`src/hw/lsu_defs.svh`:
```
/*
  Width and depth macros of the load/store unit
  Address, data and byte enable widths
  Outstanding bus transaction limit and counter width
*/
`ifndef LSU_DEFS_SVH
`define LSU_DEFS_SVH

// Data bus widths
`define LSU_ADDR_W 32
`define LSU_DATA_W 32
`define LSU_BE_W   4   // One enable per byte lane

// Outstanding transactions on the data bus
`define LSU_DEPTH  2

// Counter must hold 0 up to LSU_DEPTH
`define LSU_CNT_W  2

`endif

```
`src/hw/lsu_pkg.sv`:
```
/*
  Shared types of the load/store unit
  Access size enum
  WB stage control struct, captured when the EX address phase completes
*/
`default_nettype none

package lsu_pkg;

  // Access size, encoded as in funct3[1:0] of loads and stores
  typedef enum logic [1:0] {
    LSU_BYTE = 2'b00,
    LSU_HALF = 2'b01,
    LSU_WORD = 2'b10
  } lsu_size_e;

  // Control fields that travel from EX to WB with each transfer
  typedef struct packed {
    lsu_size_e  size;    // Access size
    logic       sext;    // Sign extend load data
    logic       we;      // Store
    logic [1:0] offset;  // Byte offset of the original address
    logic       last;    // Clear only for first half of a split access
  } lsu_wb_ctrl_t;

endpackage

`default_nettype wire

```
`src/hw/lsu_obi_if.sv`:
```
/*
  Internal OBI-style data bus of the load/store unit
  Request/grant address phase and rvalid response phase
  Modports for the requester, the tracker and the receiver
*/
`default_nettype none
`timescale 1ns/1ns
`include "lsu_defs.svh"

interface lsu_obi_if;

  // Address phase
  logic                   req;
  logic                   gnt;
  logic [`LSU_ADDR_W-1:0] addr;
  logic                   we;
  logic [`LSU_BE_W-1:0]   be;
  logic [`LSU_DATA_W-1:0] wdata;

  // Response phase
  logic                   rvalid;
  logic [`LSU_DATA_W-1:0] rdata;

  // Address phase fields, req only watched
  modport requester (output addr, we, be, wdata, input req);
  // Request strobe and transaction counting
  modport tracker   (output req, input gnt, rvalid);
  // Load data return
  modport receiver  (input rvalid, rdata);

endinterface

`default_nettype wire

```
`src/hw/lsu_request_gen.sv`:
```
/*
  Request generation of the load/store unit
  Address adder, split and misaligned detection, split phase register
  Byte enables, write data rotation, bus address phase fields
  WB control fields for the transfer being issued
*/
`default_nettype none
`timescale 1ns/1ns
`include "lsu_defs.svh"

module lsu_request_gen import lsu_pkg::*; (
  input  wire logic                   clk,
  input  wire logic                   rst_n,
  input  wire logic                   valid_0_i,     // EX holds a load or store
  input  wire logic [`LSU_ADDR_W-1:0] operand_a_i,
  input  wire logic [`LSU_ADDR_W-1:0] operand_b_i,
  input  wire logic [`LSU_DATA_W-1:0] wdata_i,       // Store data, LSB aligned
  input  wire lsu_size_e              size_i,
  input  wire logic                   we_i,
  input  wire logic                   sext_i,
  input  wire logic                   ctrl_update_i, // EX address phase done
  lsu_obi_if.requester                bus,
  output logic                        split_0_o,     // First half of a split access
  output logic                        split_q_o,     // Second half of a split access
  output lsu_wb_ctrl_t                wb_ctrl_o
);

  logic [`LSU_ADDR_W-1:0]   addr;         // Sum of the operands
  logic [1:0]               offset;       // Byte offset within the word
  logic                     misaligned;   // Not naturally aligned
  logic                     split_q;
  logic [`LSU_BE_W-1:0]     be;
  logic [2*`LSU_DATA_W-1:0] wdata_dbl;    // Doubled store data for rotation

  assign addr   = operand_a_i + operand_b_i;
  assign offset = addr[1:0];

  //////////////////////////////////////////////////////////////////////
  // Split detection

  // Halfword at offset 1 stays in one word, offset 3 does not
  assign misaligned = ((size_i == LSU_WORD) && (offset != 2'b00)) ||
                      ((size_i == LSU_HALF) && offset[0]);

  assign split_0_o  = valid_0_i && !split_q && misaligned &&
                      ((size_i == LSU_WORD) || (offset == 2'b11));

  // Set while the second address phase is in EX
  always_ff @(posedge clk, negedge rst_n) begin
    if (!rst_n) begin
      split_q <= 1'b0;
    end else if (!valid_0_i) begin
      split_q <= 1'b0;         // Killed or idle, next access starts fresh
    end else if (ctrl_update_i) begin
      split_q <= split_0_o;
    end
  end

  assign split_q_o = split_q;

  //////////////////////////////////////////////////////////////////////
  // Byte enables and write data

  always_comb begin
    be = '0;
    case (size_i)
      LSU_BYTE: be = 4'b0001 << offset;
      LSU_HALF: be = split_q ? 4'b0001 : (4'b0011 << offset); // Offset 3 leaves 1000
      default: begin
        // Second half takes the lanes the first half left over
        if (split_q) be = ~(4'b1111 << offset);
        else         be = 4'b1111 << offset;
      end
    endcase
  end

  // Rotate left by the byte offset so each byte meets its lane
  assign wdata_dbl = {wdata_i, wdata_i} << {offset, 3'b000};

  //////////////////////////////////////////////////////////////////////
  // Address phase fields

  always_comb begin
    bus.addr  = split_q ? {addr[`LSU_ADDR_W-1:2] + 1'b1, 2'b00} : addr; // Next word
    bus.we    = we_i;
    bus.be    = be;
    bus.wdata = wdata_dbl[2*`LSU_DATA_W-1:`LSU_DATA_W];
  end

  // Fields handed to WB with this transfer
  always_comb begin
    wb_ctrl_o.size   = size_i;
    wb_ctrl_o.sext   = sext_i;
    wb_ctrl_o.we     = we_i;
    wb_ctrl_o.offset = offset;
    wb_ctrl_o.last   = !split_0_o;  // First half of a split is not the last
  end

  // A raised request always carries at least one lane
  a_be_nonzero: assert property (@(posedge clk) disable iff (!rst_n)
    bus.req |-> (bus.be != '0));

endmodule

`default_nettype wire

```
`src/hw/lsu_pipe_ctrl.sv`:
```
/*
  Pipeline control of the load/store unit
  Outstanding transaction counter and bus request strobe
  EX and WB valid/ready handshakes, control update pulse
  Busy and interruptible status
*/
`default_nettype none
`timescale 1ns/1ns
`include "lsu_defs.svh"

module lsu_pipe_ctrl import lsu_pkg::*; (
  input  wire logic  clk,
  input  wire logic  rst_n,
  input  wire logic  valid_0_i,
  input  wire logic  ready_0_i,
  input  wire logic  ready_1_i,
  input  wire logic  split_0_i,       // First half of split in EX
  lsu_obi_if.tracker bus,
  output logic       ready_0_o,
  output logic       valid_0_o,
  output logic       valid_1_o,
  output logic       ready_1_o,
  output logic       ctrl_update_o,   // EX address phase complete
  output logic       busy_o,
  output logic       interruptible_o
);

  localparam logic [`LSU_CNT_W-1:0] DEPTH = `LSU_DEPTH;

  logic [`LSU_CNT_W-1:0] cnt_q;       // Outstanding transfers
  logic                  cnt_avail;   // Room for another transfer
  logic                  count_up;
  logic                  count_down;
  logic                  addr_done;   // Address phase of this access finished
  logic                  done_0;
  logic                  req_held_q;  // Request up without completing

  //////////////////////////////////////////////////////////////////////
  // Outstanding transaction counter

  assign cnt_avail  = cnt_q < DEPTH;
  assign count_up   = bus.req && bus.gnt;
  assign count_down = bus.rvalid;

  always_ff @(posedge clk, negedge rst_n) begin
    if (!rst_n) begin
      cnt_q <= '0;
    end else if (count_up && !count_down) begin
      cnt_q <= cnt_q + 1'b1;
    end else if (count_down && !count_up) begin
      cnt_q <= cnt_q - 1'b1;
    end
  end

  assign bus.req = valid_0_i && cnt_avail;  // Limit holds req low

  //////////////////////////////////////////////////////////////////////
  // Handshakes

  // Full counter means WB is occupied, EX moves in lock step with it
  assign addr_done     = cnt_avail ? count_up : 1'b1;
  assign done_0        = (!valid_0_i || addr_done) && ready_0_i;
  assign valid_0_o     = addr_done && valid_0_i;
  assign ready_0_o     = done_0 && !split_0_i;   // Hold EX for second half
  assign ctrl_update_o = done_0 && valid_0_i;

  assign valid_1_o = bus.rvalid;                 // Once per transfer
  assign ready_1_o = ((cnt_q == '0) || bus.rvalid) && ready_1_i;

  // A request kept up across a clock may not be withdrawn
  always_ff @(posedge clk, negedge rst_n) begin
    if (!rst_n) begin
      req_held_q <= 1'b0;
    end else if (ctrl_update_o) begin
      req_held_q <= 1'b0;
    end else if (bus.req) begin
      req_held_q <= 1'b1;
    end
  end

  assign interruptible_o = !req_held_q && (cnt_q == '0);
  assign busy_o          = (cnt_q != '0) || bus.req;

  // Counter stays within 0..DEPTH, rvalid only for a granted transfer
  a_cnt_max: assert property (@(posedge clk) disable iff (!rst_n) cnt_q <= DEPTH);
  a_cnt_min: assert property (@(posedge clk) disable iff (!rst_n)
    bus.rvalid |-> (cnt_q != '0));

endmodule

`default_nettype wire

```
`src/hw/lsu_rdata_align.sv`:
```
/*
  Load data path of the load/store unit
  WB control registers, held first half of a split load
  Realignment over two words, sign or zero extension by size
*/
`default_nettype none
`timescale 1ns/1ns
`include "lsu_defs.svh"

module lsu_rdata_align import lsu_pkg::*; (
  input  wire logic                   clk,
  input  wire logic                   rst_n,
  input  wire logic                   ctrl_update_i,
  input  wire lsu_wb_ctrl_t           wb_ctrl_i,
  input  wire logic                   split_0_i,
  input  wire logic                   split_q_i,
  lsu_obi_if.receiver                 bus,
  output logic [`LSU_DATA_W-1:0]      rdata_1_o
);

  lsu_wb_ctrl_t               wb_q;          // Control of the transfer in WB
  logic [`LSU_DATA_W-1:0]     rdata_q;       // Raw first half or last result
  logic                       hold_raw;      // Response belongs to first half
  logic                       rdata_is_split;
  logic [2*`LSU_DATA_W-1:0]   rdata_full;
  logic [2*`LSU_DATA_W-1:0]   rdata_aligned; // Upper word unused
  logic [`LSU_DATA_W-1:0]     rdata_ext;

  // Taken over when the address phase completes
  always_ff @(posedge clk, negedge rst_n) begin
    if (!rst_n) begin
      wb_q <= '0;
    end else if (ctrl_update_i) begin
      wb_q <= wb_ctrl_i;
    end
  end

  // First half returns while EX is on the second address phase
  assign hold_raw = split_q_i || split_0_i;

  always_ff @(posedge clk) begin
    if (bus.rvalid && !wb_q.we) begin
      rdata_q <= hold_raw ? bus.rdata : rdata_ext;
    end
  end

  //////////////////////////////////////////////////////////////////////
  // Realign and extend

  assign rdata_is_split = ((wb_q.size == LSU_WORD) && (wb_q.offset != 2'b00)) ||
                          ((wb_q.size == LSU_HALF) && (wb_q.offset == 2'b11));

  // Low bytes of a split come from the held word
  assign rdata_full    = rdata_is_split ? {bus.rdata, rdata_q} : {bus.rdata, bus.rdata};
  assign rdata_aligned = rdata_full >> {wb_q.offset, 3'b000};

  always_comb begin
    case (wb_q.size)
      LSU_BYTE: rdata_ext = {{24{wb_q.sext && rdata_aligned[7]}}, rdata_aligned[7:0]};
      LSU_HALF: rdata_ext = {{16{wb_q.sext && rdata_aligned[15]}}, rdata_aligned[15:0]};
      default:  rdata_ext = rdata_aligned[`LSU_DATA_W-1:0];
    endcase
  end

  assign rdata_1_o = rdata_ext;  // Meaningful on the last rvalid of a load

  // A response marked not last must be the first half being captured
  a_first_half: assert property (@(posedge clk) disable iff (!rst_n)
    (bus.rvalid && !wb_q.last) |-> hold_raw);

endmodule

`default_nettype wire

```
`src/hw/lsu_top.sv`:
```
/*
  Top level of the load/store unit
  Plain EX, WB, status and data bus ports
  Internal bus interface, request generation, pipeline control, load data path
*/
`default_nettype none
`timescale 1ns/1ns
`include "lsu_defs.svh"

module lsu_top import lsu_pkg::*; (
  input  wire logic                   clk,
  input  wire logic                   rst_n,
  // EX stage
  input  wire logic                   valid_0_i,
  output logic                        ready_0_o,
  input  wire logic                   ready_0_i,
  output logic                        valid_0_o,
  input  wire logic [`LSU_ADDR_W-1:0] operand_a_i,
  input  wire logic [`LSU_ADDR_W-1:0] operand_b_i,
  input  wire logic [`LSU_DATA_W-1:0] wdata_i,
  input  wire lsu_size_e              size_i,
  input  wire logic                   we_i,
  input  wire logic                   sext_i,
  output logic                        split_0_o,
  output logic                        first_op_0_o,
  output logic                        last_op_0_o,
  // WB stage
  output logic                        valid_1_o,
  input  wire logic                   ready_1_i,
  output logic                        ready_1_o,
  output logic [`LSU_DATA_W-1:0]      rdata_1_o,
  // Status
  output logic                        busy_o,
  output logic                        interruptible_o,
  // Data bus
  output logic                        data_req_o,
  input  wire logic                   data_gnt_i,
  output logic [`LSU_ADDR_W-1:0]      data_addr_o,
  output logic                        data_we_o,
  output logic [`LSU_BE_W-1:0]        data_be_o,
  output logic [`LSU_DATA_W-1:0]      data_wdata_o,
  input  wire logic                   data_rvalid_i,
  input  wire logic [`LSU_DATA_W-1:0] data_rdata_i
);

  logic         ctrl_update;
  logic         split_0;
  logic         split_q;
  lsu_wb_ctrl_t wb_ctrl;

  lsu_obi_if obi ();

  // Bus to and from the pins
  assign data_req_o   = obi.req;
  assign data_addr_o  = obi.addr;
  assign data_we_o    = obi.we;
  assign data_be_o    = obi.be;
  assign data_wdata_o = obi.wdata;
  assign obi.gnt      = data_gnt_i;
  assign obi.rvalid   = data_rvalid_i;
  assign obi.rdata    = data_rdata_i;

  assign split_0_o    = split_0;
  assign first_op_0_o = !split_q;   // Not on the second half
  assign last_op_0_o  = !split_0;   // Not on the first half

  lsu_request_gen u_request_gen (
    .clk, .rst_n, .valid_0_i, .operand_a_i, .operand_b_i, .wdata_i, .size_i, .we_i, .sext_i,
    .ctrl_update_i (ctrl_update), .bus (obi.requester),
    .split_0_o (split_0), .split_q_o (split_q), .wb_ctrl_o (wb_ctrl)
  );

  lsu_pipe_ctrl u_pipe_ctrl (
    .clk, .rst_n, .valid_0_i, .ready_0_i, .ready_1_i, .split_0_i (split_0),
    .bus (obi.tracker), .ready_0_o, .valid_0_o, .valid_1_o, .ready_1_o,
    .ctrl_update_o (ctrl_update), .busy_o, .interruptible_o
  );

  lsu_rdata_align u_rdata_align (
    .clk, .rst_n, .ctrl_update_i (ctrl_update), .wb_ctrl_i (wb_ctrl),
    .split_0_i (split_0), .split_q_i (split_q), .bus (obi.receiver), .rdata_1_o
  );

endmodule

`default_nettype wire

```
`config.mk`:
```
export PLATFORM = sky130hd
export DESIGN_NAME = lsu_top
export DESIGN_NICKNAME = d
export VERILOG_FILES = /design/src/hw/lsu_pkg.sv /design/src/hw/lsu_obi_if.sv /design/src/hw/lsu_request_gen.sv /design/src/hw/lsu_pipe_ctrl.sv /design/src/hw/lsu_rdata_align.sv /design/src/hw/lsu_top.sv
export VERILOG_INCLUDE_DIRS = /design/src /design/src/hw
export SDC_FILE = /design/constraint.sdc
export NUM_CORES = 1
export LEC_CHECK = 0
export BUFFER_PORTS_ARGS = -buffer_cell sky130_fd_sc_hd__buf_2
export CAP_MARGIN = 10
export CELL_PAD_IN_SITES_DETAIL_PLACEMENT = 0
export CELL_PAD_IN_SITES_GLOBAL_PLACEMENT = 2
export CORE_ASPECT_RATIO = 0.75
export CORE_MARGIN = 2
export CORE_UTILIZATION = 31
export CTS_BUF_LIST = sky130_fd_sc_hd__clkbuf_4 sky130_fd_sc_hd__clkbuf_8 sky130_fd_sc_hd__clkbuf_16
export DETAILED_ROUTE_END_ITERATION = 12
export PLACE_DENSITY = 0.95
export SYNTH_ARGS = -nofsm -noshare
export SYNTH_HDL_FRONTEND = slang
export SYNTH_SLANG_ARGS = --single-unit
```
`constraint.sdc`:
```
create_clock -name clk -period 12.1 [get_ports clk]
set_input_delay 2.42 -clock clk [delete_from_list [all_inputs] [get_ports clk]]
set_output_delay 2.42 -clock clk [all_outputs]
set_load 0.02 [all_outputs]
```
After elaboration in Yosys (flattened, before gate mapping)
Cells that the tools add are included.

cells by class
  add/sub/neg operators = 4
  $lt $le $gt $ge = 1
  equal/unequal tests = 7
  shift-type cells = 5
  mux-type cells = 14
  bitwise logic cells = 1
  reduce and logical (&&, ||, !) cells = 42

operators by type and width
  kind                                               number
  2-to-1 mux 32 bit                                  3
  case mux 32 bit (2 select lines)                   1
  << shifter 64 x 5 -> 64 bit                        1
  >> shifter 64 x 5 -> 32 bit                        1
  adder 32 bit                                       1
  adder 30 x 1 -> 30 bit, second input constant      1
  logical AND 1 bit                                  20
  nonzero test 2 bit                                 5
  == test 2 bit, second input constant               4
  2-to-1 mux 4 bit                                   2
  case mux 4 bit (2 select lines)                    1
  logical NOT 1 bit                                  7
  logical OR 1 bit                                   7
  logical NOT 2 bit                                  3
  2-to-1 mux 1 bit                                   5
  == test 2 x 1 -> 1 bit, second input constant      2
  2-to-1 mux 2 bit                                   2
  NOT 4 bit                                          1
  << shifter 1 x 2 -> 4 bit, first input constant    1
  << shifter 2 x 2 -> 4 bit, first input constant    1
  << shifter 4 x 2 -> 4 bit, first input constant    1
  adder 2 x 1 -> 2 bit, second input constant        1
  less-than comparator 2 bit, second input constant  1
  != test 2 x 1 -> 1 bit, second input constant      1
  subtractor 2 x 1 -> 2 bit, second input constant   1

storage, ports and cells
  register bits = 42
  bits of input ports = 139
  output and inout bits = 111
  logic and storage cells = 82

Longest topological paths before layout
  depth after elaboration = 9
  mapped depth = 17

Modules after synthesis
A second synthesis with hierarchy kept.

second synthesis, totals
  cells, all modules = 845
  area, all modules = 7063.0 um^2

modules (own cells, without submodules)
  module           times used  cells an instance  area each (um^2)  sequential area each (um^2)
  lsu_request_gen  1           432                3638.5            25.0
  lsu_rdata_align  1           385                3199.3            870.8
  lsu_pipe_ctrl    1           26                 217.7             75.1
  lsu_top          1           2                  7.5               0.0

Least setup slack after synthesis
Ideal clock, no wire load.

  kind = input to output
  from = input operand_a_i[0]
  to = output data_addr_o[29]
  data arrival time = 5466 ps
  slack = 4214 ps
  stages = 10
  buffers on the path = 0
  cells stage by stage = ha_1 -> fa_1 -> a211oi_2 -> o31ai_2 -> a22o_4 -> a311o_1 -> or3_4 -> nor4_4 -> nor4b_4 -> xor2_1

between the ends
  word-level cells in the longest chain between the ends = 3

RTL lines
  item                    RTL line               RTL
  from (decl)             lsu_top.sv:18          input wire logic [`LSU_ADDR_W-1:0] operand_a_i,
  adder 32 bit *          lsu_request_gen.sv:35  assign addr = operand_a_i + operand_b_i;
  adder 30 x 1 -> 30 bit  lsu_request_gen.sv:84  bus.addr = split_q ? {addr[`LSU_ADDR_W-1:2] + 1'b1, 2'b00} : addr;
  2-to-1 mux 32 bit *     lsu_request_gen.sv:84
  to (decl)               lsu_top.sv:38          output logic [`LSU_ADDR_W-1:0] data_addr_o,

Mark *: on every way between the ends. The rest lies on a longest branch, timed or not.

Worst setup path in the final report
  from = input operand_a_i[0]
  to = output data_addr_o[31]

The elaborated chain is that of the path after synthesis.

==> flow_metrics.env <==
export IMPL_status="completed"
export IMPL_crit_family="simple AND/OR/NAND/NOR gates"
export IMPL_syn_area_per_cell_sq_um=8.634
export IMPL_clock_sinks=34
export IMPL_drt_met1_wl_um=10130
export IMPL_p_per_area_nw_per_um2=148.8
export IMPL_die_w_um=171.6
export IMPL_timing_final_max_slew_violations=0
export IMPL_design_area_sq_um=8093
export IMPL_grt_start_max_net_pins=60
export IMPL_die_area_sq_um=22240
export IMPL_crit_fanout=6
export IMPL_hold_depth=1
export IMPL_synth_edf_count=24
export IMPL_overflow=0
export IMPL_nFillCells=2121
export IMPL_cp_depth=13
export IMPL_placed_cell_area_sq_um=7951
export IMPL_worst_slew_pin_transition_ns=0.9985
export IMPL_regArea_sq_um=972.2
export IMPL_post_cts_buffers=0
export IMPL_synth_top_area_frac=0.1587
export IMPL_grt_pass1_wl_um=33240
export IMPL_r2r_end="u_rdata_align.rdata_q[8]"
export IMPL_antenna_left=0
export IMPL_reg2reg_from="u_rdata_align.wb_q[6]"
export IMPL_avgRoutedWirePerCell_um=16.87
export IMPL_fin_cells=1246
export IMPL_htree_levels=2
export IMPL_async_flop_share=0.2941
export IMPL_cts_tree="built"
export IMPL_core_sq_um=20440
export IMPL_period_share=0.6843
export IMPL_ios=250
export IMPL_cts_hold_fix_buffers=0
export IMPL_antenna_found_initial=0
export IMPL_fmax_mhz=120.8
export IMPL_firstDrtPassIters=5
export IMPL_nets=1143
export IMPL_rsz0062_at_grt="no"
export IMPL_wl_met2_um=9394
export IMPL_drv_cap=0
export IMPL_rows=45
export IMPL_cp_arrival_ns=5.86
export IMPL_antennaDiodeCount=0
export IMPL_routed_via_density=5.469
export IMPL_r2r_slack_ns=8.48
export IMPL_ys_ff_latch=34
export IMPL_syn_area_sq_um=6528
export IMPL_grt_pass1_vias=6193
export IMPL_drc=0
export IMPL_grt_use_total=0.1846
export IMPL_ys_types=81
export IMPL_fin_skew_ns=0.004910
export IMPL_yosys_area_top_type="mux4_2"
export IMPL_endpoint="data_addr_o[31]"
export IMPL_place_congestion=0.8443
export IMPL_seq_area_frac_synth=0.1487
export IMPL_insertion_delay_ns=0.28
export IMPL_crit_buf_inv=2
export IMPL_whs_ns=0.4893
export IMPL_start_kind="input pin"
export IMPL_top_layer_used="met4"
export IMPL_final_cell_mix="249 x buf_2, 94 x nand2_1, 56 x nor2_1, 53 x o21ai_0, 46 x mux4_2"
export IMPL_yosys_top_cells_area="mux4_2 16%, edfxtp_1 11%, ha_1 7.7%"
export IMPL_yosysWarnings=0
export IMPL_p_leak_nw=3.483
export IMPL_r2r_cells=10
export IMPL_synthFlopType="edfxtp_1"
export IMPL_wirelength_um=21020
export IMPL_clk_path_buf_depth=2
export IMPL_vdd_ir_drop_max_v=0.00007824
export IMPL_ctsResizeCount=0
export IMPL_tns_ns=0
export IMPL_clkTransAtPathRegs_ns=0.06
export IMPL_slew_headroom=0.3343
export IMPL_clockRootBuffer="clkbuf_16"
export IMPL_area_delta_synth_final_pct=23.98
export IMPL_syn_inst=756
export IMPL_crit_path_end_kind="primary output"
export IMPL_hp_class="register to register"
export IMPL_path_cells="buf_2 -> ha_2 -> fa_1 -> a211oi_2 -> o31a_1 -> xnor2_1 -> nand4_1 -> nor4_2 -> nand4_1 -> nor4_4 -> nor4b_2 -> xnor2_1 -> buf_2"
export IMPL_cp_slowest_stage_delay_ns=0.41
export IMPL_dpl_hpwl_um=16890
export IMPL_final_common_cell="buf_2"
export IMPL_cpMaxStageDelayCell="fa_1"
export IMPL_multi_input_area_sq_um=5241
export IMPL_synth_nets=936
export IMPL_dieHeight_um=129.7
export IMPL_drive_gt1_frac=0.3683
export IMPL_initial_core_util=0.3194
export IMPL_finalSetupViolations=0
export IMPL_dp_cells=1238
export IMPL_path_class="input pin to primary output"
export IMPL_crit_path_start="operand_a_i[0]"
export IMPL_met3_length_um=1128
export IMPL_post_route_min_period_ns=8.280
export IMPL_port_buffers=249
export IMPL_hold_violations=0
export IMPL_vias=6814
export IMPL_drtIter0Drc=556
export IMPL_cts_buffers_inserted=5
export IMPL_critical_path_required_ns=9.68
-- cell families (layout without fill, tap and decap cells) --
kind of cell	Yosys count	in the layout	synth area share
adder cells (fa/ha/maj)	41	41	0.07974
buffers and inverters	79	287	0.05041
AO/OA/AOI/OAI	202	202	0.2110
flip-flops	34	34	0.1487
XOR/XNOR	51	51	0.07054
AND/OR/NAND/NOR	251	251	0.1986
multiplexers	98	98	0.2409
-- report_power, final --
part | switching, mW | internal, mW
combinational | 0.538 | 0.339
sequential | 0.0250 | 0.176
clock | 0.0517 | 0.0752
total | 0.615 | 0.590
-- worst min-delay path by stage --
stage                           start                     end  slack, ns
6_report       u_pipe_ctrl.req_held_q  u_pipe_ctrl.req_held_q       0.49
5_1_grt        u_pipe_ctrl.req_held_q  u_pipe_ctrl.req_held_q       0.51
4_1_cts        u_pipe_ctrl.req_held_q  u_pipe_ctrl.req_held_q       0.50
3_5_place_dp   u_pipe_ctrl.req_held_q  u_pipe_ctrl.req_held_q       0.48
3_3_place_gp   u_pipe_ctrl.req_held_q  u_pipe_ctrl.req_held_q       0.48
2_1_floorplan  u_pipe_ctrl.req_held_q  u_pipe_ctrl.req_held_q       0.47
-- synthesized netlist by cell type (3+ instances only) --
| cell | instances |
|---|---|
| a211o_1 | 4 |
| a211oi_1 | 9 |
| a211oi_2 | 3 |
| a21o_1 | 5 |
| a21oi_1 | 40 |
| a31oi_1 | 17 |
| and2_1 | 12 |
| and3_1 | 11 |
| and4_1 | 5 |
| and4b_1 | 3 |
| buf_1 | 6 |
| buf_2 | 11 |
| buf_4 | 3 |
| clkbuf_1 | 35 |
| dfrtp_1 | 10 |
| edfxtp_1 | 24 |
| ha_1 | 40 |
| inv_1 | 23 |
| mux2_2 | 13 |
| mux2i_1 | 39 |
| mux4_2 | 46 |
| nand2_1 | 94 |
| nand3_1 | 10 |
| nand3b_1 | 3 |
| nand4_1 | 10 |
| nand4b_1 | 3 |
| nor2_1 | 58 |
| nor2b_1 | 5 |
| nor3_1 | 10 |
| nor3b_1 | 3 |
| nor4_1 | 6 |
| o211ai_1 | 22 |
| o21a_1 | 9 |
| o21ai_0 | 53 |
| o21ai_1 | 3 |
| o21bai_1 | 5 |
| or2_2 | 3 |
| xnor2_1 | 32 |
| xor2_1 | 18 |
-- metrics by stage --
step	power (mW)	util	worst slack [ns]
6_report	1.204	0.3960	3.820
5_1_grt	1.294	0.3960	3.517
4_1_cts	1.212	0.3960	3.815
3_5_place_dp	1.080	0.3890	3.830
3_3_place_gp	1.073	0.3890	3.892
2_1_floorplan	0.8235	-	4.214
-- layer usage --
layer / track usage / vias up
met5: 0 / -
met4: 0.04038 / 0
met3: 0.01833 / 23
met2: 0.2866 / 219
met1: 0.2764 / 3267
li1: - / 3305
-- flip-flops by register name (all words and copies together), names as in the netlist --
name / flops
u_pipe_ctrl.req_held_q: 1
u_request_gen.split_q_o: 1
u_rdata_align.rdata_q: 24
u_pipe_ctrl.cnt_q: 2
u_rdata_align.wb_q: 6
-- area by class of cell --
class	instances	share of cell area
clock buffers	5	0.01546
clock inverters	3	0.002010
inverters	23	0.01067
multi-input cells	643	0.6477
flip-flops and latches	34	0.1201
well taps	282	0.04360
repair buffers	256	0.1605
Power figures use the tool's default switching activity.
